==> src/hw/cpuPkg.sv <==
package cpuPkg;

    // Datapath width
    localparam int xlen = 32;

    // Instruction memory, word addressed
    localparam int imemDepth = 256;
    localparam int imemAddrW = 8;

    // Data memory, word addressed
    localparam int dmemDepth = 256;
    localparam int dmemAddrW = 8;

    // Major opcodes of the supported RV32I subset
    typedef enum logic [6:0] {
        opLoad   = 7'b0000011,
        opImm    = 7'b0010011,
        opStore  = 7'b0100011,
        opReg    = 7'b0110011,
        opLui    = 7'b0110111,
        opBranch = 7'b1100011
    } opcodeT;

    // ALU operations
    typedef enum logic [3:0] {
        aluAdd   = 4'd0,
        aluSub   = 4'd1,
        aluAnd   = 4'd2,
        aluOr    = 4'd3,
        aluXor   = 4'd4,
        aluSlt   = 4'd5,  // Signed compare
        aluSll   = 4'd6,
        aluSrl   = 4'd7,
        aluPassB = 4'd8   // Operand b straight through
    } aluOpT;

    // Immediate formats
    typedef enum logic [1:0] {
        immI = 2'd0,
        immS = 2'd1,
        immB = 2'd2,
        immU = 2'd3
    } immSelT;

endpackage

==> src/hw/regFile.sv <==
`timescale 1ns/10ps

module regFile (
    input  logic                    CLK,
    input  logic                    rstN,
    input  logic [4:0]              rs1,
    input  logic [4:0]              rs2,
    input  logic [4:0]              rd,
    input  logic [cpuPkg::xlen-1:0] wd,
    input  logic                    we,
    output logic [cpuPkg::xlen-1:0] rd1,
    output logic [cpuPkg::xlen-1:0] rd2
);
    import cpuPkg::*;

    logic [xlen-1:0] regs [32];

    always_ff @(posedge CLK or negedge rstN) begin
        if (!rstN) begin
            for (int i = 0; i < 32; i++) begin
                regs[i] <= '0;
            end
        end else if (we && (rd != 5'd0)) begin  // x0 never written
            regs[rd] <= wd;
        end
    end

    // Two combinational read ports
    assign rd1 = regs[rs1];
    assign rd2 = regs[rs2];

    // x0 reads as zero on both ports at every retire edge
    a_x0ReadsZero : assert property (
        @(posedge CLK) disable iff (!rstN)
        ((rs1 == 5'd0) |-> (rd1 == '0)) and ((rs2 == 5'd0) |-> (rd2 == '0))
    ) else $error("x0 read returned a non-zero value");

endmodule

==> config.mk <==
export PLATFORM = sky130hd
export DESIGN_NAME = regFile
export DESIGN_NICKNAME = d
export VERILOG_FILES = /design/src/hw/cpuPkg.sv /design/src/hw/regFile.sv
export SDC_FILE = /design/constraint.sdc
export NUM_CORES = 2
export LEC_CHECK = 0
export BUFFER_PORTS_ARGS = -buffer_cell sky130_fd_sc_hd__buf_2
export CORE_ASPECT_RATIO = 2
export CORE_MARGIN = 2
export CORE_UTILIZATION = 25
export CTS_CLUSTER_DIAMETER = 150
export DETAILED_ROUTE_END_ITERATION = 16
export REMOVE_ABC_BUFFERS = 1
export SLEW_MARGIN = 10
export SYNTH_ARGS = -nofsm -noshare
export SYNTH_HDL_FRONTEND = slang
export SYNTH_SLANG_ARGS = --single-unit
==> constraint.sdc <==
create_clock -name CLK -period 2.1 [get_ports CLK]
set_input_delay 0.105 -clock CLK [delete_from_list [all_inputs] [get_ports CLK]]
set_output_delay 0.105 -clock CLK [all_outputs]
set_load 0.1 [all_outputs]
# Word level (Yosys, flattened, before mapping)
# Index checks and enable logic that the tools add are counted.
# W data, S select, Z words.
[classes]
magnitude_cmp = 4
mux = 9
n_bitwise = 3
reduce_logical = 3
[ops]
columns = ["operator", "count"]
rows = [
  ["$bwmux W1024", 1],
  ["$bmux W32 S5", 2],
  ["$demux W32 S5", 1],
  ["$mux W32", 5],
  ["$ge A6 B6 Y1 const B", 3],
  ["$not A5 Y6", 3],
  ["$lt A6 B1 Y1 const B", 1],
  ["$reduce_bool A5 Y1", 1],
  ["$logic_and A1 B1 Y1", 2],
]
[totals]
regBits = 1024
input_bits = 50
out_inout_bits = 64
elab_cells = 51

# Depth between registers and ports, before layout
[logic_depth]
word_depth = 6
mapped_depth = 8
depth_no_buf = 5

# Worst setup path before layout
# Ideal clock, no wire load.
[synth_timing]
kind = "input-to-output"
startpoint = "input port rs1[1]"
endpoint = "output port rd1[11] (netlist name)"
arrival_ps = 1976
t_required_ps = 1995
path_slack_ps = 19
stages = 8
path_buffers = 4
path_cell_list = "buf_2 buf_4 buf_2 buf_2 mux2i_1 nand2_1 a31oi_1 nand3_1"
[synth_between]
elab_chain_len = 4
[synth_rtl]
columns = ["element", "line", "source"]
rows = [
  ["from (decl)", "regFile.sv:6", "input logic [4:0] rs1,"],
  ["$not A5 Y6 (implied by the code)", "regFile.sv:29", "assign rd1 = regs[rs1];"],
  ["$bmux W32 S5", "regFile.sv:29", ""],
  ["$mux W32 (implied by the code) (2 in a row)", "regFile.sv:29", ""],
  ["to (decl)", "regFile.sv:11", "output logic [cpuPkg::xlen-1:0] rd1,"],
]
# Every way passes these cells. The select of a mux whose other input is x is not followed.

# Final worst setup path
[layout_timing]
startpoint = "register regs[912] (netlist name)"
endpoint = "output port rd2[16] (netlist name)"
[layout_between]
elab_chain_len = 3
[layout_rtl]
columns = ["element", "line", "source"]
rows = [
  ["from (decl)", "regFile.sv:16", "logic [xlen-1:0] regs [32];"],
  ["from (signal, indexed assignment)", "regFile.sv:24", "regs[rd] <= wd;"],
  ["$bmux W32 S5", "regFile.sv:30", "assign rd2 = regs[rs2];"],
  ["$mux W32 (implied by the code) (2 in a row)", "regFile.sv:30", ""],
  ["to (decl)", "regFile.sv:12", "output logic [cpuPkg::xlen-1:0] rd2"],
]
# Every way passes these cells. The select of a mux whose other input is x is not followed.

==> reports/metrics.yaml <==
power:
  p_leak_nw: 30.65
  power.density_mw_per_mm2: 852.6
  ir_worst_vdd_uv: 618.0
  power_mw: 57.17
placement:
  globalplace.congestion: 0.8390
  io_buffers: 113
  dp_hpwl_um: 124900
  dp_slack_ps: -360.2
clock_tree:
  numCtsBuffers: 83
  cts.root.buffer_cell: "clkbuf_16"
  cts_tree: "done"
  path_clk_slew_ps: 70
  clock_sinks: 1024
  cts_max_level: 3
  clockBufferDepth: 3
  clk_latency_ps: 680
run_status:
  violations: "negative setup slack"
  status: "complete, but fails checks"
global_routing:
  grt_pass1_vias: 42040
  grt_pass1_wl_um: 284400
  grt_max_degree: 98
  antenna_found_initial: 23
  gr-total-overflow: 0
  track_usage_pct: 16.54
timing:
  tightest_slew_ps: 844.2
  max-slew-margin-rel_pct: 43.72
  final.setup.worst_slack_ps: -211.6
  fin_crit_sh_pct: 110.1
  drv_slew: 0
  finalHoldViolations: 0
  final.setup_skew_ps: 0
  fmax_mhz: 432.6
  period_minus_slack_ps: 2312
  rsz0062_at_grt: "true"
  final-setup-viol-count: 64
detailed_routing:
  viasPerCell: 5.125
  drc: 0
  routedWlPerCell_um: 25.07
  ant_nets: 0
  wl_um: 193500
  drtIter0Drc: 2540
  dr.pass1.iters: 5
  num_vias: 39560
floorplanning:
  rows: 245
  die_area_mm2: 0.2278
  start_util_pct: 25.14
  fp.dieH_um: 673.0
  pin_count: 114
  fp.coreArea_mm2: 0.2226
  dieWidth_um: 338.5
logic_synthesis:
  synthCells: 4601
  synth_top_area_share_pct: 45.81
  synth_ff_type: "dfrtp_1"
  yosys_warnings: 0
  synth_top_cell_by_area: "dfrtp_1"
  synth_cell_types: 28
  synth_common_cells: "1024 x dfrtp_1, 1024 x mux2i_1, 953 x mux2_2"
  avgSynthCellArea_um2: 12.16
  synth_simple_gate_area_share_pct: 4.395
  synth_area_leaders: "dfrtp_1 46%, mux2_2 19%, mux2i_1 18%"
  synth-xor-area-share_pct: 0
  synthAdderAreaFrac_pct: 0
  synth_compound_area_share_pct: 7.014
  ys_seq_area_share_pct: 45.81
  synthArstFlopShare_pct: 100.0
  synth_top_family_by_area: "multiplexers"
  synth_area_mm2: 0.05594
  synth-edff-count: 0
  synthMuxAreaShare_pct: 38.29
  ys_ff_latch: 1024
worst_setup_path:
  cp.required_ps: 2000
  crit_slowest_cell: "dfrtp_1"
  critPathCaptureType: "primary output"
  path_max_fanout: 3
  crit_arrival_ps: 2210
  criticalPathCategory: "reg2out"
  startpoint_type: "register"
  cp_cell_sequence: "mux2i_1 -> a22o_1 -> nor3_2 -> a31oi_2 -> buf_4 -> nand3_2 -> buf_6 -> buf_12"
  max_stage_delay_ps: 410
layout:
  drive_above_1_share_pct: 36.73
  largest_reg_flops: 1024
  num-fill-cells: 22650
  multi_input_area_mm2: 0.02899
  top_register: "regs"
  largest_registers: "regs x1024"
  area_growth_pct: 19.86
  nNetsFinal: 4729
  seqCellArea_mm2: 0.02562
run:
  timing.max_cap.violations: 0
worst_hold_path:
  worstHoldPathType: "in2reg"
-- through the flow --
step                util [%]  TNS, ps  instance area (um^2)  hold WS (ps)  std cells
floorplan                  -  -236260                 53430        -190.6       4128
global placement       28.37    -2773                 63140        -6.677       7572
detailed placement     28.37    -2616                 63140        -3.898       7572
CTS                    30.01    -9362                 66790        0.1354       7707
global route           30.12   -10730                 67040         59.70       7712
finish                 30.13    -5985                 67050         37.80       7718
-- worst max-delay path: cells and delay by family (launching register included) --
family          cells  cell delay, ps
mux                 1             160
simple gates        2             120
compound gates      2             390
flops               1             410
buf+inv             3             450
-- cell usage in the layout, fill, tap and decap left out, drive strengths merged, types with 2 or more instances in the layout --
cell / n
nor2b: 4
and2: 2
nor3: 65
dlygate4sd3: 2
nor2: 19
or2: 3
nor3b: 4
buf: 464
mux2: 992
clkinv: 20
clkinvlp: 4
inv: 4
mux2i: 1024
nand2b: 4
bufinv: 7
a31oi: 64
nand2: 210
diode: 8
clkbuf: 117
nand3: 194
nand3b: 4
a21oi: 192
dfrtp: 1024
a22oi: 192
a22o: 128
-- repair_timing --
item | 4_1_cts | 5_1_grt
setup endpoints to repair | 64 | 64
buffers inserted | 1 | 5
hold buffers | 2 | 0
pin swaps | 102 | 109
resized for setup | 167 | 37
endpoints found under the hold margin | 1019 | 0
-- power breakdown --
| group | internal [mW] | total, mW | switching, mW |
|---|---|---|---|
| logic | 6.89 | 14.0 | 7.13 |
| clock network | 8.98 | 16.8 | 7.81 |
| registers | 23.5 | 26.4 | 2.90 |
-- kinds of logic (layout without fill, tap and decap cells) --
group / Yosys count / in the layout
mux: 2016 / 2016
simple gates: 512 / 512
flops: 1024 / 1024
buf+inv: 473 / 618
other cells: 0 / 8
compound gates: 576 / 576
-- worst paths after layout --
kind                            startpoint        end  slack, ps  cells past startpoint
worst max-delay path             regs[912]    rd2[16]       -210                      8
worst min-delay path                wd[28]  regs[700]         40                      2
worst max register to register   regs[786]  regs[786]       1060                      3
worst min register to register   regs[993]  regs[993]        400                      0
max in group asynchronous             rstN  regs[383]       1150                      3
min in group asynchronous             rstN  regs[374]        150                      3
-- metal layers --
metal,GRT usage [%],routed length [um]
met1,18.36,73580
met2,29.66,97960
met3,2.415,8818
met4,10.16,13020
met5,0,99
-- area by class of cell --
class	count	area share [%]
clock buffers	117	3.605
flip-flops and latches	1024	38.22
repair buffers	466	8.765
multi-input cells	3104	43.24
clock inverters	35	0.6158
well taps	2964	5.531
diodes	8	0.02986
No activity file was read; power rests on OpenSTA's default activity.
