File: config.mk
export PLATFORM = sky130hd
export DESIGN_NAME = alu
export DESIGN_NICKNAME = d
export VERILOG_FILES = /design/src/hw/cpuPkg.sv /design/src/hw/alu.sv
export SDC_FILE = /design/constraint.sdc
export NUM_CORES = 1
export LEC_CHECK = 0
export ABC_CLOCK_PERIOD_IN_PS = 15730
export BUFFER_PORTS_ARGS = -buffer_cell sky130_fd_sc_hd__buf_4
export CAP_MARGIN = 20
export CELL_PAD_IN_SITES_DETAIL_PLACEMENT = 1
export CELL_PAD_IN_SITES_GLOBAL_PLACEMENT = 2
export CORE_MARGIN = 4
export CORE_UTILIZATION = 35
export DETAILED_ROUTE_END_ITERATION = 16
export PLACE_DENSITY_LB_ADDON = 0.1
export RECOVER_POWER = 50
export SLEW_MARGIN = 20
export SYNTH_ARGS = -nofsm -noshare
export SYNTH_HDL_FRONTEND = slang
export SYNTH_SLANG_ARGS = --single-unit
File: constraint.sdc
create_clock -name vclk -period 15.73
set_clock_uncertainty 0.15 [all_clocks]
set_input_delay 2.3595 -clock vclk [all_inputs]
set_output_delay 2.3595 -clock vclk [all_outputs]
set_load 0.1 [all_outputs]
File: src/hw/cpuPkg.sv
package cpuPkg;

    // Datapath width
    localparam int xlen = 32;

    // Instruction memory, word addressed
    localparam int imemDepth = 256;
    localparam int imemAddrW = 8;

    // Data memory, word addressed
    localparam int dmemDepth = 256;
    localparam int dmemAddrW = 8;

    // Major opcodes of the supported RV32I subset
    typedef enum logic [6:0] {
        opLoad   = 7'b0000011,
        opImm    = 7'b0010011,
        opStore  = 7'b0100011,
        opReg    = 7'b0110011,
        opLui    = 7'b0110111,
        opBranch = 7'b1100011
    } opcodeT;

    // ALU operations
    typedef enum logic [3:0] {
        aluAdd   = 4'd0,
        aluSub   = 4'd1,
        aluAnd   = 4'd2,
        aluOr    = 4'd3,
        aluXor   = 4'd4,
        aluSlt   = 4'd5,  // Signed compare
        aluSll   = 4'd6,
        aluSrl   = 4'd7,
        aluPassB = 4'd8   // Operand b straight through
    } aluOpT;

    // Immediate formats
    typedef enum logic [1:0] {
        immI = 2'd0,
        immS = 2'd1,
        immB = 2'd2,
        immU = 2'd3
    } immSelT;

endpackage

File: src/hw/alu.sv
`timescale 1ns/10ps

module alu (
    input  logic [cpuPkg::xlen-1:0] a,
    input  logic [cpuPkg::xlen-1:0] b,
    input  cpuPkg::aluOpT           aluOp,
    output logic [cpuPkg::xlen-1:0] result,
    output logic                    zero
);
    import cpuPkg::*;

    logic       lessThan;
    logic [4:0] shamt;

    assign lessThan = $signed(a) < $signed(b);
    assign shamt    = b[4:0];  // Upper bits of b ignored for shifts

    always_comb begin
        case (aluOp)
            aluAdd:   result = a + b;
            aluSub:   result = a - b;
            aluAnd:   result = a & b;
            aluOr:    result = a | b;
            aluXor:   result = a ^ b;
            aluSlt:   result = {{(xlen-1){1'b0}}, lessThan};
            aluSll:   result = a << shamt;
            aluSrl:   result = a >> shamt;  // Logical
            aluPassB: result = b;
            default:  result = '0;
        endcase
    end

    // Used by beq and bne after a subtract
    assign zero = (result == '0);

endmodule

* Yosys cells after proc, flatten, opt, wreduce, memory -nomap -nowiden *
Cells that the tools add are included.

word-level totals
  register bits after elaboration = 0
  bits of input ports = 68
  word-level logic and storage cells = 19

operators by class
  add/sub/neg operators = 2
  $lt $le $gt $ge = 1
  eq/ne operators = 8
  shifts and indexed selects = 2
  muxes and demuxes = 1
  bitwise operators = 3
  reductions and logical operators = 2

operators by type and width
  operator                                                          number
  32-bit case mux with 9 select lines                               1
  32-bit adder                                                      1
  32-bit bitwise AND                                                1
  32-bit logical NOT                                                1
  32-bit less-than comparator                                       1
  32-bit bitwise OR                                                 1
  32-bit by 5-bit << shifter with 32-bit output                     1
  32-bit by 5-bit >> shifter with 32-bit output                     1
  32-bit subtractor                                                 1
  32-bit XOR                                                        1
  4-bit by 3-bit == test with 1-bit output (second input constant)  4
  4-bit by 2-bit == test with 1-bit output (second input constant)  2
  4-bit by 1-bit == test with 1-bit output (second input constant)  1
  4-bit == test (second input constant)                             1
  4-bit logical NOT                                                 1

* Longest topological paths before layout *
  depth in word-level cells = 3
  depth in mapped cells = 17

* Least setup slack after synthesis *
OpenSTA, ideal clock, no wires.

  path kind = input to output
  from = input b[1] (netlist bit)
  to = output zero
  data arrival time = 8.008 ns
  data required time = 13.221 ns
  setup slack = 5.213 ns
  stages = 15
  cell sequence = inv_2 -> buf_1 -> clkbuf_1 -> ha_1 -> a21o_1 -> nand4_1 -> a21oi_1 -> o21a_1 -> a21oi_1 -> o41ai_1 -> a221oi_1 -> o21ai_0 -> o21ba_2 -> nor4b_1 -> and4b_1

on the way
  cells in the longest elaborated chain, start to end = 3
  elaborated cells on any way between the ends = 10

ends and longest elaborated chain
  element                                    line       RTL
  from (decl)                                alu.sv:5   input logic [cpuPkg::xlen-1:0] b,
  32-bit subtractor (tied with other cells)  alu.sv:21  aluSub: result = a - b;
  32-bit case mux with 9 select lines *      alu.sv:19  case (aluOp)
  via result (one bit)                       alu.sv:7   output logic [cpuPkg::xlen-1:0] result,
  32-bit logical NOT *                       alu.sv:34  assign zero = (result == '0);
  to (decl)                                  alu.sv:8   output logic zero

Mark *: on every way through the listed nets, which the timed path passes. The rest lies on a longest branch.

* Worst setup path in the final report *
  from = input b[2] (netlist bit)
  to = output zero

on the way
  cells in the longest elaborated chain, start to end = 3
  elaborated cells on any way between the ends = 10

ends and longest elaborated chain
  element                                    line
  32-bit subtractor (tied with other cells)  alu.sv:21
  32-bit case mux with 9 select lines *      alu.sv:19
  32-bit logical NOT *                       alu.sv:34

Every way passes the cells marked *; elsewhere a longest branch is shown, timed or not.

==> flow_summary_export.csv <==
group,metric,value,unit
detailed_routing,drc,0,
cells_and_area,seq_cells,0,
worst_setup_path,cp.required,13.22,ns
global_routing,grt_pass1_vias,11500,
worst_setup_path,max_stage_delay,1.44,ns
cts,cts_resized,0,
timing,fin_tns_setup,0,ns
worst_setup_path,path_buf_inv,4,
timing,report.final.slew_viol_count,69,
synth,netlist_top_cells_area,"ha_1, mux4_2, a21oi_1",
worst_setup_path,cp-startpoint,"b[2]",
cells_and_area,fin_util,0.385,
pwr,vdd_ir_drop_max,51.3,uV
place,dp_hpwl,41.8,mm
worst_hold_path,min_from,"b[24]",
pwr,leakage,4.19,nW
worst_setup_path,cp-start-kind,"primary input",
synth,seq_area_frac_synth,0,
cells_and_area,fillers,3307,
worst_setup_path,cp_data_arrival_time,8.91,ns
timing,finalHoldViolations,0,
synth,synth_warnings,0,
worst_setup_path,cp_max_fo,37,
timing,fin_ws,4.31,ns
timing,worstMarginPinSlew,2.05,ns
pwr,p_per_area,48.7,nW/um^2
global_routing,antenna_found_initial,0,
cts,cts_setup_buffers,0,
synth,yosys.area.top_type,"ha_1",
floorplanning,ios,101,
synth,netlist.area_leader.share,0.132,
worst_setup_path,cp_top_family,"buffers and inverters",
global_routing,gr-total-overflow,0,
detailed_routing,routed_via_density,6.89,
timing,period_share,0.726,
synth,avgSynthCellArea,6.92,sq um
worst_hold_path,hold_path_end,"result[24]",
run_status,outcome,"complete, but fails checks",
worst_setup_path,worstSetupEndpointType,"output port",
cells_and_area,fin_nets,1513,
global_routing,grt_max_degree,63,
place,pre_cts_ws,6.07,ns
detailed_routing,postRouteAntennaNets,0,
place,io_buffers,101,
timing,min_period,11.42,ns
floorplanning,die_w,170,um
place,place_congestion,1.06,
cells_and_area,antenna_cells,0,
floorplanning,dieHeight,170,um
place,dp.cells,1679,
cells_and_area,stdcell_count,1679,
detailed_routing,drt_wl_total,53.4,mm
floorplanning,start_util,0.355,
worst_setup_path,slowest_stage,"clkbuf_1",
timing,timing.hold.ws,5.31,ns
timing,fmax,87.6,MHz
synth,syn_inst,1332,
synth,syn_area,9210,sq um
cells_and_area,drive_above_1_share,0.140,
synth,ys_types,89,
timing,setup_viol,0,
run_status,violations,"max-capacitance violations, max-slew violations",
detailed_routing,routedWlPerCell,31.8,um
synth,yosys-top-cells-count,"a21oi_1, nand2_1, nor2_1",
detailed_routing,vias,11600,
floorplanning,design.core.area,26000,sq um
worst_hold_path,hp-class,"primary input to output port",
detailed_routing,dr.pass1.iters,5,
worst_hold_path,holdPathStages,5,
global_routing,grt_util_all_layers,0.354,
synth,yosysMostFrequentCell,"a21oi_1",
timing,rsz0062_at_grt,"no",
worst_setup_path,critPathKind,"primary input to output port",
cells_and_area,area_delta_synth_final,8.64,%
global_routing,grt_pass1_wl,78.4,mm
worst_setup_path,crit_chain,"clkbuf_1, inv_1, ha_1, inv_1, nand3_1, a2111oi_0, nor3_1, a31oi_1, or4_1, nand4_1, nor4_1, nand3_1, nor4b_1, and4b_1, buf_4",
timing,relSlewSlack,-0.369,
cells_and_area,seqCellArea,0,sq um
floorplanning,dieArea,29000,sq um
floorplanning,rows,59,
cts,cts_hold_buf,0,
detailed_routing,first_iter_violations,1243,
cells_and_area,n_clock_buffer,0,
flow_run,drv_cap,2,
synth,synth_fp_nets,1499,
-- metrics by stage --
stage          cell area, sq um  power [W]
6_report                  10000   0.000487
5_1_grt                   10000   0.000512
4_1_cts                   10100   0.000481
3_5_place_dp              10100   0.000479
3_3_place_gp              10100   0.000479
2_1_floorplan              9210   0.000326
-- cell families after synthesis --
logic type               after synthesis  share of synthesized area
AO/OA/AOI/OAI                        493                      0.368
AND/OR/NAND/NOR                      405                      0.217
buffers and inverters                209                     0.0947
multiplexers                         115                      0.173
adder cells (fa/ha/maj)               99                      0.136
XOR/XNOR                              11                     0.0105
-- cells in the final DEF, fill, tap and decap left out, types with 12 or more instances in the layout --
master      n
mux4_2     32
o21bai_1   14
a221oi_1   17
o221ai_1   22
mux2i_1    52
a211oi_1   27
a21o_1     17
o211ai_1   28
nor2_1    113
nand2_1   114
nand3_1    35
buf_4     105
nor4_1     14
nor2b_1    18
inv_1      99
a31oi_1    12
o21ai_0    67
nor3_1     19
a21oi_1   120
a22oi_1    27
clkbuf_1   15
o22ai_1    27
ha_1       97
mux2_2     27
-- where the power goes --
group | total [W] | leakage, nW | switching (W) | internal (W)
clock network | 0 | 0 | 0 | 0
registers | 0 | 0 | 0 | 0
logic | 0.000487 | 4.19 | 0.000348 | 0.000139
-- routing by layer --
| metal | global-route usage | share of wire | vias to the layer above |
|---|---|---|---|
| li1 | - | - | 5109 |
| met1 | 0.481 | 0.42 | 5780 |
| met2 | 0.564 | 0.45 | 563 |
| met3 | 0.0467 | 0.074 | 123 |
| met4 | 0.148 | 0.054 | 0 |
| met5 | 0 | 0 | - |
-- area by class of cell --
cell class,count,area (sq um),share of cell area
repair buffers,120,845,0.0844
inverters,101,379,0.0379
well taps,335,419,0.0419
multi-input cells,1123,8370,0.836
-- how the worst max path moves through the flow --
stage | slack [ns] | endpoint | depth (start not counted)
global placement | 6.09 | zero | 15
CTS | 6.05 | zero | 16
detailed placement | 6.07 | zero | 16
floorplan | 5.21 | zero | 15
finish | 4.31 | zero | 15
global route | 3.92 | zero | 14
Power figures use the tool's default switching activity.
