`src/hw/cpuPkg.sv`:
```
package cpuPkg;

    // Datapath width
    localparam int xlen = 32;

    // Instruction memory, word addressed
    localparam int imemDepth = 256;
    localparam int imemAddrW = 8;

    // Data memory, word addressed
    localparam int dmemDepth = 256;
    localparam int dmemAddrW = 8;

    // Major opcodes of the supported RV32I subset
    typedef enum logic [6:0] {
        opLoad   = 7'b0000011,
        opImm    = 7'b0010011,
        opStore  = 7'b0100011,
        opReg    = 7'b0110011,
        opLui    = 7'b0110111,
        opBranch = 7'b1100011
    } opcodeT;

    // ALU operations
    typedef enum logic [3:0] {
        aluAdd   = 4'd0,
        aluSub   = 4'd1,
        aluAnd   = 4'd2,
        aluOr    = 4'd3,
        aluXor   = 4'd4,
        aluSlt   = 4'd5,  // Signed compare
        aluSll   = 4'd6,
        aluSrl   = 4'd7,
        aluPassB = 4'd8   // Operand b straight through
    } aluOpT;

    // Immediate formats
    typedef enum logic [1:0] {
        immI = 2'd0,
        immS = 2'd1,
        immB = 2'd2,
        immU = 2'd3
    } immSelT;

endpackage

```
`src/hw/immGen.sv`:
```
`timescale 1ns/10ps

module immGen (
    input  logic [cpuPkg::xlen-1:0] instr,
    input  cpuPkg::immSelT          immSel,
    output logic [cpuPkg::xlen-1:0] imm
);
    import cpuPkg::*;

    opcodeT opcode;

    assign opcode = opcodeT'(instr[6:0]);

    always_comb begin
        case (immSel)
            immI: imm = {{(xlen-12){instr[31]}}, instr[31:20]};
            immS: imm = {{(xlen-12){instr[31]}}, instr[31:25], instr[11:7]};
            // Offset is in bytes, bit 0 implied zero
            immB: imm = {{(xlen-13){instr[31]}}, instr[31], instr[7],
                         instr[30:25], instr[11:8], 1'b0};
            immU: imm = {instr[31:12], 12'b0};
            default: imm = '0;
        endcase
    end

    // Branch targets must come from the B format
    always_comb begin
        if (opcode == opBranch) begin
            a_branchImm : assert final (immSel == immB)
                else $error("branch immediate not taken from the B format");
        end
    end

endmodule

```
`config.mk`:
```
export PLATFORM = sky130hd
export DESIGN_NAME = immGen
export DESIGN_NICKNAME = d
export VERILOG_FILES = /design/src/hw/cpuPkg.sv /design/src/hw/immGen.sv
export SDC_FILE = /design/constraint.sdc
export NUM_CORES = 1
export LEC_CHECK = 0
export BUFFER_PORTS_ARGS = -buffer_cell sky130_fd_sc_hd__buf_2
export CORE_MARGIN = 3
export CORE_UTILIZATION = 29
export DETAILED_ROUTE_END_ITERATION = 6
export MAX_ROUTING_LAYER = met4
export PLACE_DENSITY = 0.89
export SYNTH_ARGS = -nofsm -noshare
export SYNTH_HDL_FRONTEND = slang
export SYNTH_SLANG_ARGS = --single-unit
```
`constraint.sdc`:
```
create_clock -name vclk -period 0.9
set_input_delay 0.09 -clock vclk [all_inputs]
set_output_delay 0.09 -clock vclk [all_outputs]
set_load 0.05 [all_outputs]
```
==> metrics.cfg, run 1 <==
[status]
status=stopped before the end
haltStage=clock tree synthesis (4_1_cts)
error_line=[ERROR DPL-0038] Utilization greater than 100%, impossible to legalize

[synth]
yosys.area.top_type_share_pct=36.42
yosys_warnings=0
synthTopCellsByArea=a21o_1, buf_6, mux2i_1
ys_seq_area_share_pct=0
synth_cells=48
syn_area_sq_um=391.6
syn-num-nets=82
yosys.area.top_type=a21o_1
avgSynthCellArea_sq_um=8.159
yosysUniqueCellTypes=13

[floorplan]
rows=12
io_pins=66
fp.dieH_um=42.75
die_w_um=42.75
start_util_pct=33.02

[placed_design]
hpwl_um=1259
pre_cts_ws_ns=-0.2019
portBuffers=59
gp_congestion=0.7042

[clock_tree]
cts_resized=106
cts_setup_buffers=0
cts_hold_buf=0

## Yosys cell counts, drive strengths merged
library cell,number
and2,1
o2bb2ai,4
a21boi,1
and2b,1
buf,7
o21ai,1
nor2,1
a21o,19
mux2i,5
nand3b,1
nor2b,6
inv,1
## cells by family after synthesis
logic type / Yosys count / synth area share (%)
muxes: 5 / 12.78
AOI/OAI and AO/OA: 25 / 51.44
and+or+nand+nor: 10 / 16.62
buffers and inverters: 8 / 19.17
## metrics by stage
step                instances  setup TNS, ns  cell area [sq um]
floorplan                  48         -2.622              538.0
global placement          124         -4.573              833.3
detailed placement        124         -5.114              833.3
==> inputs of run 2 (changes only) <==
--- a/config.mk
+++ b/config.mk
@@ -6,11 +6,10 @@
 export NUM_CORES = 1
 export LEC_CHECK = 0
 export BUFFER_PORTS_ARGS = -buffer_cell sky130_fd_sc_hd__buf_2
-export CORE_MARGIN = 3
-export CORE_UTILIZATION = 29
+export CORE_AREA = 3 3 64 66
 export DETAILED_ROUTE_END_ITERATION = 6
-export MAX_ROUTING_LAYER = met4
-export PLACE_DENSITY = 0.89
+export DIE_AREA = 0 0 67 69
+export PLACE_DENSITY_LB_ADDON = 0.15
 export SYNTH_ARGS = -nofsm -noshare
 export SYNTH_HDL_FRONTEND = slang
 export SYNTH_SLANG_ARGS = --single-unit
==> run 2 against run 1 <==
Compared with the run above: the flow now finishes, with violations (setup timing); area after synthesis unchanged; synthesized cell count unchanged.
==> metrics.cfg, run 2 <==
[status]
status=finished with violations
violations=setup timing

[synth]
yosys.area.top_type=a21o_1
synth_cells=48  ; unchanged
yosys.area.top_type_share_pct=36.42  ; unchanged
syn_area_sq_um=391.6  ; unchanged
avgSynthCellArea_sq_um=8.159  ; unchanged
syn-num-nets=82  ; unchanged
yosys_warnings=0  ; unchanged
synth_most_common_cell=a21o_1
synthTopCellsByArea=a21o_1, buf_6, mux2i_1
synth_commonest_cells=a21o_1, nor2b_1, buf_6, mux2i_1, o2bb2ai_1
yosysUniqueCellTypes=13  ; unchanged
ys_seq_area_share_pct=0  ; unchanged

[sta]
fin_crit_sh_pct=104.3
rsz0062_at_grt=true
holdWs_ns=0.5055
final-setup-viol-count=24
maxSlewHeadroom_pct=83.63
slew_viol_final=0
setup_slack_ns=-0.03886
final.setup.tns_ns=-0.6439
tightest_slew_ns=0.2472
max_freq_mhz=1065
period_minus_slack_ns=0.9389
hold_viol=0

[finish]
seq_area_sq_um=0
seq_cells=0
antennaDiodeCount=0
clkbuf_count=0
layout-drive-gt1-share_pct=93.97
fin_nets=152
n_fill_cell=387
fin_cells=164
layout_common_cells=buf_2, buf_8, a21o_4
syn_to_final_growth_pct=241.9
layout_commonest_cell=buf_2

[route]
drtPass1Iterations=2
drc=0
routed_wl_um=2154
viasPerCell=4.037
ant_nets=0
wl_per_cell_um=13.13
initialDrtViolationCount=10
num_vias=662

[floorplan]
die_area_sq_mm=0.004623
coreArea_sq_mm=0.003633
fp.dieH_um=69  ; +61%
rows=22  ; +10
start_util_pct=10.78  ; -22 points
io_pins=66  ; unchanged
die_w_um=67  ; +57%

[critical_path]
crit_end=imm[28]
crit_type=input pin to output port
path_cells=buf_12, a21boi_4, buf_6, a21o_4, buf_8
crit_start=immSel[1]
crit_buf_inv=3
cp.depth=5
cp_max_fo=8
critPathSlowestCell=a21boi_4
end_kind=output port
required_ns=0.81
cp_slowest_stage_delay_ns=0.24
cpLargestDelayFamily=buffers and inverters
arrival_ns=0.85
start_kind=input pin

[global_route]
grt_max_degree=9
grt-ovfl-total=0
grt_usage_pct=9.097
grt_pass1_wl_um=3436
grt_pass1_vias=706
antenna_found_initial=0

[pwr]
p_sw_w=0.0006499
clockPowerShare_pct=0
sw_frac_of_total_pct=54.61
pwr-share-comb_pct=100.0
power_leakage_nw=0.6613
seqPwrFrac_pct=0
p_total_w=0.001190
p_int_w=0.0005401
cellPowerDensity_mw_per_mm2=888.8
ir_worst_vdd_v=0.0003014

[placed_design]
hpwl_um=1348  ; +7.0%
gp_congestion=0.6624  ; -5.9%
portBuffers=59  ; unchanged
pre_cts_ws_ns=-0.2196  ; -0.01772 ns
numPlacedInstances=158  ; +27%

[flow_run]
cap_violations=0

[clock_tree]
cts_hold_buf=0  ; unchanged

[worst_hold_path]
hold_path_class=input pin to output port

run 2: layout make-up:
class | instances | area, sq um | area share, %
Inverter | 1 | 3.754 | 0.2804
Tap cell | 48 | 60.06 | 4.486
Timing Repair Buffer | 72 | 716.9 | 53.55
Multi-Input combinational cell | 43 | 558.0 | 41.68
run 2: worst min path at each step:
stage | startpoint | to | cells past startpoint | slack, ns
2_1_floorplan | instr[30] | imm[10] | 1 | 0.34
3_3_place_gp | instr[25] | imm[5] | 3 | 0.59
3_5_place_dp | instr[25] | imm[5] | 3 | 0.59
4_1_cts | instr[19] | imm[19] | 3 | 0.51
5_1_grt | instr[19] | imm[19] | 3 | 0.51
6_report | instr[19] | imm[19] | 3 | 0.51
run 2: logic make-up (layout without fill, tap and decap cells):
family | after synthesis | after routing | share of synthesized area, %
AND/OR/NAND/NOR | 10 | 13 | 16.62
AO/OA/AOI/OAI | 25 | 25 | 51.44
buffers and inverters | 8 | 73 | 19.17
multiplexers | 5 | 5 | 12.78
run 2: power by group through the flow:
stage                     sequential, W  combinational [W]  clock, W
after CTS                             0            0.00116         0
after detailed placement              0           0.000843         0
after floorplan                       0           0.000663         0
after global placement                0           0.000842         0
after global routing                  0            0.00124         0
final                                 0            0.00119         0
run 2: metal layers:
layer,GRT usage [%],share of wire [%],vias up
met3,0.8143,7.8,0
met4,0,0,0
met1,12.11,38,312
met2,16.48,55,32
li1,-,-,318
met5,0,0,-
run 2: timing repair:
item / in CTS / in global routing
pin swaps: 5 / 5
buffers inserted: 1 / 0
gates resized for setup: 103 / 15
setup endpoints to repair: 31 / 31
cloned: 5 / 0
run 2: metrics by stage:
step,instance area [sq um],utilization [%]
final,1339,36.85
after detailed placement,875.8,24.10
after global routing,1339,36.85
after floorplan,538.0,-
after CTS,1274,35.06
after global placement,875.8,24.10
Note: power is estimated with default switching activity, not from simulation.
==> inputs of run 3 (changes only) <==
--- a/config.mk
+++ b/config.mk
@@ -10,6 +10,8 @@
 export DETAILED_ROUTE_END_ITERATION = 6
 export DIE_AREA = 0 0 67 69
 export PLACE_DENSITY_LB_ADDON = 0.15
+export RECOVER_POWER = 25
+export SETUP_SLACK_MARGIN = 0.5
 export SYNTH_ARGS = -nofsm -noshare
 export SYNTH_HDL_FRONTEND = slang
 export SYNTH_SLANG_ARGS = --single-unit
==> run 3 against run 2 <==
Compared with the run above: the flow still finishes with violations (setup timing); critical path depth unchanged; combinational power hardly changed; sequential share of layout area did not move; routed wire length down 9.0%; largest cell class unchanged; worst hold slack improved by 0.0043 ns; cell area rose by 0.19%; setup slack got worse by 0.061 ns; non-clock buffer count fell by 3; die area unchanged.
==> metrics.cfg, run 3 (synthesized netlist as in run 2, its figures left out) <==
[status]
status=finished with violations
violations=setup timing

[sta]
final-setup-viol-count=25  ; +4.2%
tightest_slew_ns=0.5113  ; +0.2640 ns
maxSlewHeadroom_pct=65.86  ; -18 points
rsz0062_at_grt=true
hold_viol=0  ; unchanged
fin_crit_sh_pct=111.1  ; +6.8 points
slew_viol_final=0  ; unchanged
period_minus_slack_ns=0.9999  ; +0.06102 ns
holdWs_ns=0.5098  ; +0.004298 ns
final.setup.tns_ns=-1.813  ; -1.169 ns
setup_slack_ns=-0.09988  ; -0.06102 ns
max_freq_mhz=1000  ; -6.1%

[worst_hold_path]
hold_path_class=input pin to output port

[finish]
layout_common_cells=buf_2, buf_6, a21o_4
seq_area_sq_um=0  ; unchanged
stdcell_area_sq_mm=0.001341  ; +0.19%
layout-drive-gt1-share_pct=93.64  ; -0.33 points
fin_nets=146  ; -3.9%
antennaDiodeCount=0  ; unchanged
clkbuf_count=0  ; unchanged
syn_to_final_growth_pct=242.5
fin_cells=158  ; -3.7%
seq_cells=0  ; unchanged
layout_commonest_cell=buf_2

[floorplan]
io_pins=66  ; unchanged
coreArea_sq_mm=0.003633  ; unchanged
start_util_pct=10.78  ; unchanged
die_area_sq_mm=0.004623  ; unchanged
die_w_um=67  ; unchanged
rows=22  ; unchanged
fp.dieH_um=69  ; unchanged

[pwr]
seqPwrFrac_pct=0  ; unchanged
sw_frac_of_total_pct=54.69  ; +0.072 points
power_leakage_nw=0.6591  ; -0.34%
p_int_w=0.0005340  ; -1.1%
clockPowerShare_pct=0  ; unchanged
cellPowerDensity_mw_per_mm2=878.7  ; -1.1%
ir_worst_vdd_v=0.0002869  ; -4.8%
pwr-share-comb_pct=100.0  ; about the same
p_sw_w=0.0006445  ; -0.83%

[global_route]
grt_usage_pct=8.285  ; -0.81 points
antenna_found_initial=0  ; unchanged
grt_pass1_vias=678  ; -4.0%
grt_max_degree=11  ; +2
grt-ovfl-total=0  ; unchanged
grt_pass1_wl_um=3208  ; -6.6%

[route]
m1WireLength_um=713  ; -12%
top_layer=met3
dr_wl_met3_um=165  ; -1.8%
initialDrtViolationCount=7  ; -3
viasPerCell=3.956  ; -2.0%
drc=0  ; unchanged
ant_nets=0  ; unchanged
drtPass1Iterations=2  ; unchanged
wl_per_cell_um=12.41  ; -5.6%
num_vias=625  ; -5.6%
met2_length_um=1080  ; -8.0%
routed_wl_um=1960  ; -9.0%

[placed_design]
place_area_sq_mm=0.001001  ; +14%
gp_congestion=0.6223  ; -6.1%
pre_cts_ws_ns=-0.1726  ; +0.04700 ns
portBuffers=59  ; unchanged
numPlacedInstances=156  ; -1.3%
hpwl_um=1488  ; +10%

[critical_path]
cp_max_fo=6  ; -2
arrival_ns=0.91  ; +0.06 ns
required_ns=0.81  ; about the same
crit_type=input pin to output port
end_kind=output port
start_kind=input pin
cp_slowest_stage_delay_ns=0.21  ; -0.03 ns
critPathSlowestCell=and2_4
path_cells=buf_8, and2_4, buf_16, a21o_4, buf_8
cp_common_cell=buf_8

[clock_tree]
cts_hold_buf=0  ; unchanged
cts_setup_buffers=0  ; -1

[flow_run]
cap_violations=0  ; unchanged

[run 3: cell types whose count changed in the layout (fill, tap and decap cells not counted), sizes merged]
| cell | delta |
|---|---|
| and2 | -3 |
| dlymetal6s2s | +1 |
| buf | -4 |
[run 3: cell type report]
cell class / instances / area, sq um
inverters: 1 / 3.754
repair buffers: 69 / 737.0
well taps: 48 / 60.06
fillers: 377 / 2292
multi-input cells: 40 / 540.5
[run 3: path summary, 6_finish.rpt]
path       from  endpoint  slack [ns]  cells after the start
min   instr[14]   imm[14]        0.51                      3
max   immSel[1]   imm[27]        -0.1                      5
[run 3: critical path, delay by kind of cell]
kind / cells / cell delay, ns
buffers and inverters: 3 / 0.41
AOI/OAI and AO/OA: 1 / 0.20
and+or+nand+nor: 1 / 0.21
[run 3: stage by stage]
step / total power, W / util [%]
4_1_cts: 0.001182 / 36.67
6_report: 0.001179 / 36.91
3_3_place_gp: 0.0009269 / 27.55
2_1_floorplan: 0.0007191 / -
3_5_place_dp: 0.0009300 / 27.55
5_1_grt: 0.001231 / 36.91
[run 3: metal layers]
layer	vias to the layer above	global-route usage [%]
met5	-	0
met4	0	0
met3	0	1.303
met2	32	16.27
met1	295	9.570
li1	298	-
[run 3: power groups by stage]
stage / logic, W / clock network, W / registers (W)
after floorplan: 0.000719 / 0 / 0
after global placement: 0.000927 / 0 / 0
after detailed placement: 0.000930 / 0 / 0
after CTS: 0.00118 / 0 / 0
after global routing: 0.00123 / 0 / 0
final: 0.00118 / 0 / 0
[run 3: what timing repair did]
item                       CTS  global route
setup endpoints to repair   32            32
gates cloned                 2             0
resized for setup           88             3
pin swaps                   14             1
