### src/hw/cpuPkg.sv
package cpuPkg;

    // Datapath width
    localparam int xlen = 32;

    // Instruction memory, word addressed
    localparam int imemDepth = 256;
    localparam int imemAddrW = 8;

    // Data memory, word addressed
    localparam int dmemDepth = 256;
    localparam int dmemAddrW = 8;

    // Major opcodes of the supported RV32I subset
    typedef enum logic [6:0] {
        opLoad   = 7'b0000011,
        opImm    = 7'b0010011,
        opStore  = 7'b0100011,
        opReg    = 7'b0110011,
        opLui    = 7'b0110111,
        opBranch = 7'b1100011
    } opcodeT;

    // ALU operations
    typedef enum logic [3:0] {
        aluAdd   = 4'd0,
        aluSub   = 4'd1,
        aluAnd   = 4'd2,
        aluOr    = 4'd3,
        aluXor   = 4'd4,
        aluSlt   = 4'd5,  // Signed compare
        aluSll   = 4'd6,
        aluSrl   = 4'd7,
        aluPassB = 4'd8   // Operand b straight through
    } aluOpT;

    // Immediate formats
    typedef enum logic [1:0] {
        immI = 2'd0,
        immS = 2'd1,
        immB = 2'd2,
        immU = 2'd3
    } immSelT;

endpackage

### src/hw/decoder.sv
`timescale 1ns/10ps

module decoder (
    input  logic [cpuPkg::xlen-1:0] instr,
    output logic                    regWe,
    output logic                    aluSrc,
    output logic                    memWe,
    output logic                    memToReg,
    output logic                    branch,
    output logic                    branchNe,
    output logic                    luiSel,
    output cpuPkg::aluOpT           aluOp,
    output cpuPkg::immSelT          immSel
);
    import cpuPkg::*;

    opcodeT     opcode;
    logic [2:0] funct3;
    logic [6:0] funct7;
    aluOpT      funcOp;   // ALU op implied by funct3
    logic       rLegal;
    logic       iLegal;

    assign opcode = opcodeT'(instr[6:0]);
    assign funct3 = instr[14:12];
    assign funct7 = instr[31:25];

    // Bit 30 only on sub and no sltu
    assign rLegal = ((funct7 == 7'b0000000) && (funct3 != 3'b011))
                 || ((funct7 == 7'b0100000) && (funct3 == 3'b000));
    assign iLegal = funct3 inside {3'b000, 3'b010, 3'b100, 3'b110, 3'b111};

    // ALU control
    always_comb begin
        case (funct3)
            3'b000:  funcOp = ((opcode == opReg) && instr[30]) ? aluSub : aluAdd;
            3'b001:  funcOp = aluSll;
            3'b010:  funcOp = aluSlt;
            3'b100:  funcOp = aluXor;
            3'b101:  funcOp = aluSrl;
            3'b110:  funcOp = aluOr;
            3'b111:  funcOp = aluAnd;
            default: funcOp = aluAdd;
        endcase
    end

    // Main control
    always_comb begin
        regWe    = 1'b0;
        aluSrc   = 1'b0;
        memWe    = 1'b0;
        memToReg = 1'b0;
        branch   = 1'b0;
        branchNe = 1'b0;
        luiSel   = 1'b0;
        aluOp    = aluAdd;
        immSel   = immI;
        case (opcode)
            opReg: begin
                regWe = rLegal;
                aluOp = funcOp;
            end
            opImm: begin
                regWe  = iLegal;
                aluSrc = 1'b1;
                aluOp  = funcOp;
            end
            opLoad: begin
                regWe    = (funct3 == 3'b010);  // lw only
                memToReg = (funct3 == 3'b010);
                aluSrc   = 1'b1;
            end
            opStore: begin
                memWe  = (funct3 == 3'b010);    // sw only
                aluSrc = 1'b1;
                immSel = immS;
            end
            opBranch: begin
                branch   = (funct3 == 3'b000) || (funct3 == 3'b001);
                branchNe = funct3[0];
                aluOp    = aluSub;               // Equality through the zero flag
                immSel   = immB;
            end
            opLui: begin
                regWe  = 1'b1;
                luiSel = 1'b1;
                aluSrc = 1'b1;
                aluOp  = aluPassB;
                immSel = immU;
            end
            default: ;                           // Illegal, no side effects
        endcase
    end

endmodule

### config.mk
export PLATFORM = sky130hd
export DESIGN_NAME = decoder
export DESIGN_NICKNAME = d
export VERILOG_FILES = /design/src/hw/cpuPkg.sv /design/src/hw/decoder.sv
export SDC_FILE = /design/constraint.sdc
export NUM_CORES = 1
export LEC_CHECK = 0
export BUFFER_PORTS_ARGS = -buffer_cell sky130_fd_sc_hd__buf_2
export CAP_MARGIN = 20
export CORE_AREA = 2 2 39 41
export DETAILED_ROUTE_END_ITERATION = 8
export DIE_AREA = 0 0 41 43
export GPL_ROUTABILITY_DRIVEN = 1
export GPL_TIMING_DRIVEN = 0
export PLACE_DENSITY_LB_ADDON = 0.12
export SYNTH_ARGS = -nofsm -noshare
export SYNTH_HDL_FRONTEND = slang
export SYNTH_SLANG_ARGS = --single-unit
export TNS_END_PERCENT = 5
### constraint.sdc
create_clock -name vclk -period 2.9
set_clock_uncertainty 0.1 [all_clocks]
set_input_delay 0.29 -clock vclk [all_inputs]
set_output_delay 0.29 -clock vclk [all_outputs]
set_load 0.02 [all_outputs]
# After elaboration in Yosys (flattened, before gate mapping)
# Index checks and enable logic that the tools add are counted.
totals:
  ff_bits: 0
  inputBits: 32
  output_inout_bits: 13
  word_cells: 35
classes:
  eq_ne: 14
  muxes: 11
  n_reduce_logical: 10
op_table:
  columns: ["cell", "count"]
  rows:
  - ["$eq 7x6->1 const B", 4]
  - ["$pmux 3 s7", 1]
  - ["$eq 3x3->1 const B", 4]
  - ["$pmux 4 s3", 1]
  - ["$eq 7x2->1 const B", 1]
  - ["$eq 7x5->1 const B", 1]
  - ["$eq 7x7->1 const B", 1]
  - ["$logic_not 7->1", 1]
  - ["$mux 1", 7]
  - ["$pmux 2 s3", 1]
  - ["$reduce_bool 5->1", 1]
  - ["$pmux 1 s4", 1]
  - ["$reduce_or 4->1", 1]
  - ["$eq 3x1->1 const B", 1]
  - ["$eq 3x2->1 const B", 1]
  - ["$logic_and 1x1->1", 3]
  - ["$logic_not 3->1", 1]
  - ["$ne 3x2->1 const B", 1]
  - ["$logic_or 1x1->1", 2]
  - ["$reduce_or 2->1", 1]

# Longest topological paths before layout
# Gate-level depths: netlist of the first run.
logic_depth:
  ltp_word: 5
  ltp_mapped: 5

# Worst setup path before layout of the first run
# No wires, ideal clock.
synth_path:
  path_kind: "input to output"
  startpoint: "in instr[2] (netlist bit)"
  endpoint: "out memWe"
  t_arrival_ns: 1.503
  path_slack_ns: 1.007
  cell_stages: 4
  n_path_buf: 2
  path_cell_list: "buf_2 -> or2_1 -> buf_6 -> nor4_1"
synth_between:
  elab_chain_len: 2
synth_lines:
  columns: ["item", "line", "text"]
  rows:
  - ["start, declared", "decoder.sv:4", "input logic [cpuPkg::xlen-1:0] instr,"]
  - ["$eq 7x6->1", "decoder.sv:58", "case (opcode)"]
  - ["$mux 1", "decoder.sv:58", null]
  - ["end, declared", "decoder.sv:7", "output logic memWe,"]
# Every way passes these cells.

# Final worst setup path of the first run
layout_path:
  startpoint: "in instr[3] (netlist bit)"
  endpoint: "out regWe"
layout_between:
  elab_chain_len: 2
  elab_cells_between_ends: 5
layout_lines:
  columns: ["item", "line", "text"]
  rows:
  - ["$eq 7x6->1 (tied with other cells)", "decoder.sv:58", null]
  - ["$pmux 1 s4 (*)", "decoder.sv:58", null]
  - ["end, declared", "decoder.sv:5", "output logic regWe,"]
# Every way passes the cells marked *; elsewhere a longest branch is shown, timed or not.

==> flow_metrics.env, run 1 <==
export IMPL_nNetsFinal=111
export IMPL_diodes=0
export IMPL_clkPwrFrac=0
export IMPL_max_freq_mhz=525
export IMPL_pre_cts_ws_ns=0.976
export IMPL_synth_area_um2=309
export IMPL_hold_path_class="primary input to primary output"
export IMPL_slew_violations=0
export IMPL_period_share=0.657
export IMPL_initial_core_util=0.223
export IMPL_crit_type="primary input to primary output"
export IMPL_mostFrequentLayoutCells="29 x buf_2, 6 x nor3_1, 4 x nand2_1, 4 x a21oi_1"
export IMPL_cellLeakagePower_nw=0.231
export IMPL_die_w_um=41
export IMPL_drive_above_1_share=0.429
export IMPL_num_vias=430
export IMPL_setup_violations=0
export IMPL_drtIter0Drc=7
export IMPL_track_usage=0.0959
export IMPL_place_hpwl_um=729
export IMPL_cts_setup_buffers=0
export IMPL_final_antenna_net_count=0
export IMPL_cp_end_kind="primary output"
export IMPL_pwr_density_cell_nw_per_um2=90.6
export IMPL_p_sw_frac=0.534
export IMPL_layout_commonest_cell="buf_2"
export IMPL_p_int_w=0.0000198
export IMPL_totalWireLength_um=884
export IMPL_grt_ovfl_total=0
export IMPL_die_h_um=43
export IMPL_syn_nets=81
export IMPL_dieArea_um2=1760
export IMPL_outcome="finished, final reports clean"
export IMPL_grt_pass1_wl_um=1300
export IMPL_ioPinCount=45
export IMPL_crit_path_start_kind="primary input"
export IMPL_cap_violations=0
export IMPL_grt_start_max_net_pins=11
export IMPL_syn_inst=49
export IMPL_antenna_found_initial=0
export IMPL_syn_area_per_cell_um2=6.31
export IMPL_critPathRequiredTime_ns=2.51
export IMPL_drc=0
export IMPL_whs_path_depth=3
export IMPL_min_period_ns=1.90
export IMPL_hold_path_end="branch"
export IMPL_hold_start="instr[14]"
export IMPL_grt_pass1_vias=317
export IMPL_nClkBuffers=0
export IMPL_seq_power_share=0
export IMPL_rows=14
export IMPL_pwr_share_comb=1.000
export IMPL_hold_violations=0
export IMPL_p_switching_w=0.0000227
export IMPL_ys_seq_area_frac=0
export IMPL_core_um2=1380
export IMPL_wl_per_cell_um=9.51
export IMPL_path_max_fanout=7
export IMPL_io_buffers=28
export IMPL_post_route_worst_setup_slack_ns=0.996
export IMPL_cts_resized=0
export IMPL_first_pass_iters=4
export IMPL_postCtsHoldBufs=0
export IMPL_routabilityCongestion=0.602
export IMPL_tns_ns=0
export IMPL_viasPerCell=4.62
export IMPL_rsz0062_at_grt="no"
export IMPL_seq_cells=0
export IMPL_worstPathArrival_ns=1.51
export IMPL_yosysWarnings=0
export IMPL_area_growth_pct=51.8
export IMPL_ir_drop_v=0.0000279
export IMPL_seq_area_um2=0
export IMPL_max_slew_worst_pin_slew_ns=0.353
export IMPL_slew_headroom=0.765
export IMPL_synth_cell_type_count=29
[logic make-up after synthesis]
logic type             Yosys count  synth area share
AND/OR/NAND/NOR                 31             0.640
XOR/XNOR                         2            0.0567
AO/OA/AOI/OAI                   11             0.202
buffers and inverters            5             0.101
[power by group through the flow]
| stage | clock network, W | registers [W] | logic, W |
|---|---|---|---|
| floorplan | 0 | 0 | 0.0000228 |
| global placement | 0 | 0 | 0.0000428 |
| detailed placement | 0 | 0 | 0.0000428 |
| CTS | 0 | 0 | 0.0000429 |
| global route | 0 | 0 | 0.0000478 |
| finish | 0 | 0 | 0.0000425 |
[synth_stat cells (2+ instances only)]
| library cell | instances | share of area |
|---|---|---|
| nand2_1 | 4 | 0.049 |
| nor2_1 | 2 | 0.024 |
| or3_1 | 2 | 0.040 |
| nand4b_1 | 2 | 0.057 |
| nor4_1 | 2 | 0.040 |
| nor3_1 | 6 | 0.097 |
| a21oi_1 | 4 | 0.065 |
| o21ai_0 | 3 | 0.049 |
| nor2b_1 | 2 | 0.040 |
| nand2b_1 | 3 | 0.061 |
[layer usage]
metal  vias to the layer above  wire length, um  GRT usage
met5                         -                0          0
met1                       172              435      0.158
met2                        22              364      0.141
li1                        236                -          -
met4                         0                0          0
met3                         0               85    0.00524
[worst max-delay path: stages]
cell      delay [ns]
buf_2           0.10
nand3b_4        0.15
or2_1           0.22
buf_6           0.13
or3_1           0.30
o22ai_1         0.15
buf_2           0.18
[per-stage QoR]
stage / instances / power (W) / hold WS [ns] / utilization / instance area (um^2)
after CTS: 93 / 0.0000429 / 0.839 / 0.339 / 469
after floorplan: 49 / 0.0000228 / 0.566 / - / 309
after global placement: 93 / 0.0000428 / 0.841 / 0.339 / 469
after global routing: 93 / 0.0000478 / 0.865 / 0.339 / 469
final: 93 / 0.0000425 / 0.843 / 0.339 / 469
after detailed placement: 93 / 0.0000428 / 0.837 / 0.339 / 469
[cell type report]
class	count	area [um^2]
fill	157	915
buffer	4	27.5
inverter	1	3.75
tap	16	20.0
timing repair buffer	28	140
multi-input combinational	44	278
[how the worst max path moves through the flow]
stage / slack (ns) / start / cells past startpoint / to
floorplan: 1.01 / instr[2] / 4 / memWe
global placement: 0.97 / instr[3] / 7 / regWe
detailed placement: 0.98 / instr[3] / 7 / regWe
CTS: 0.98 / instr[3] / 7 / regWe
global route: 0.94 / instr[3] / 7 / regWe
finish: 1.0 / instr[3] / 7 / regWe
Note: power is estimated with default switching activity, not from simulation.
==> inputs of run 2 (changes only) <==
==> constraint.sdc (replaced) <==
create_clock -name vclk -period 1.5
set_clock_uncertainty 0.1 [all_clocks]
set_input_delay 0.15 -clock vclk [all_inputs]
set_output_delay 0.15 -clock vclk [all_outputs]
set_load 0.02 [all_outputs]
==> run 2 against run 1 <==
  * Total power is 110% higher
  * Cell count did not move
  * The run now ends with negative setup slack left
  * Sequential cell count is the same
  * Hold slack worse by 0.28 ns
==> flow_metrics.env, run 2 (synthesized netlist as in run 1, its figures left out) <==
export IMPL_outcome="finished, violations left"
export IMPL_violations="negative setup slack"
export IMPL_utilization=0.372
export IMPL_design_area_um2=514
export IMPL_first_pass_iters=4
export IMPL_ir_drop_v=0.0000550
export IMPL_fillerInstances=160
export IMPL_cap_violations=0
export IMPL_area_growth_pct=66.4
export IMPL_grt_ovfl_total=0
export IMPL_routabilityCongestion=0.595
export IMPL_die_h_um=43
export IMPL_mostFrequentLayoutCells="25 x buf_2, 5 x nor3_1, 5 x buf_4, 4 x nand2_1"
export IMPL_postCtsHoldBufs=0
export IMPL_grt_start_max_net_pins=11
export IMPL_pwr_density_cell_nw_per_um2=176
export IMPL_nClkBuffers=0
export IMPL_crit_type="primary input to primary output"
export IMPL_place_area_um2=475
export IMPL_crit_path_start_kind="primary input"
export IMPL_num_vias=462
export IMPL_hold_ws_ns=0.566
export IMPL_ioPinCount=45
export IMPL_max_freq_mhz=649
export IMPL_slew_violations=0
export IMPL_place_hpwl_um=747
export IMPL_min_period_ns=1.54
export IMPL_final_antenna_net_count=0
export IMPL_cp_end_kind="primary output"
export IMPL_io_buffers=28
export IMPL_cellLeakagePower_nw=0.243
export IMPL_layout_commonest_cell="buf_2"
export IMPL_antenna_found_initial=0
export IMPL_drc=0
export IMPL_seq_cells=0
export IMPL_totalWireLength_um=941
export IMPL_hold_path_class="primary input to primary output"
export IMPL_initial_core_util=0.223
export IMPL_die_w_um=41
export IMPL_nNetsFinal=111
export IMPL_viasPerCell=4.97
export IMPL_rsz0062_at_grt="yes"
export IMPL_slew_headroom=0.736
export IMPL_post_route_worst_setup_slack_ns=-0.0410
export IMPL_grt_pass1_wl_um=1460
export IMPL_period_share=1.03
export IMPL_dieArea_um2=1760
export IMPL_grt_pass1_vias=356
export IMPL_setup_violations=1
export IMPL_diodes=0
export IMPL_seq_area_um2=0
export IMPL_hold_violations=0
export IMPL_multi_input_area_um2=313
export IMPL_critPathRequiredTime_ns=1.25
export IMPL_drive_above_1_share=0.519
export IMPL_drtIter0Drc=11
export IMPL_rows=14
export IMPL_max_slew_worst_pin_slew_ns=0.395
export IMPL_worstPathArrival_ns=1.29
export IMPL_path_max_fanout=3
export IMPL_core_um2=1380
export IMPL_track_usage=0.110
export IMPL_wl_per_cell_um=10.1
## run 2: worst paths after layout
path                  startpoint  cells after the start  endpoint  slack (ns)
worst max-delay path    instr[3]                      6     regWe       -0.04
worst min-delay path   instr[14]                      3    branch        0.57
## run 2: what timing repair did
action,4_1_cts,5_1_grt
setup buffers,1,0
endpoints found under the setup margin,1,6
pin swaps,2,1
hold endpoints to repair,0,0
gates resized for setup,4,7
## run 2: area by class of cell
class / count / share of cell area
plain buffers: 3 / 0.0316
inverters: 1 / 0.00730
well taps: 16 / 0.0389
repair buffers: 29 / 0.314
multi-input cells: 44 / 0.608
## run 2: stage by stage
step	std cells	setup slack, ns	TNS [ns]	total power, W
after floorplan	49	-0.0888	-0.158	0.0000449
after global placement	93	-0.152	-0.152	0.0000834
after detailed placement	93	-0.154	-0.154	0.0000845
after CTS	93	-0.0604	-0.0604	0.0000880
after global routing	93	-0.105	-0.223	0.000101
final	93	-0.0410	-0.0410	0.0000904
## run 2: power by group
group	total [W]	switching, W	internal, W
logic	0.0000904	0.0000491	0.0000413
clock network	0	0	0
registers	0	0	0
## run 2: metal layers
| layer | global-route usage | vias to the layer above | share of wire |
|---|---|---|---|
| met2 | 0.175 | 21 | 0.48 |
| met5 | 0 | - | 0 |
| met4 | 0 | 0 | 0 |
| li1 | - | 236 | - |
| met3 | 0 | 0 | 0.077 |
| met1 | 0.171 | 205 | 0.44 |
## run 2: worst max-delay path, cell delays in order
cell      delay (ns)
buf_6           0.09
nand3b_4        0.15
or2_4           0.25
or3_1           0.31
o22ai_1         0.18
buf_4           0.16
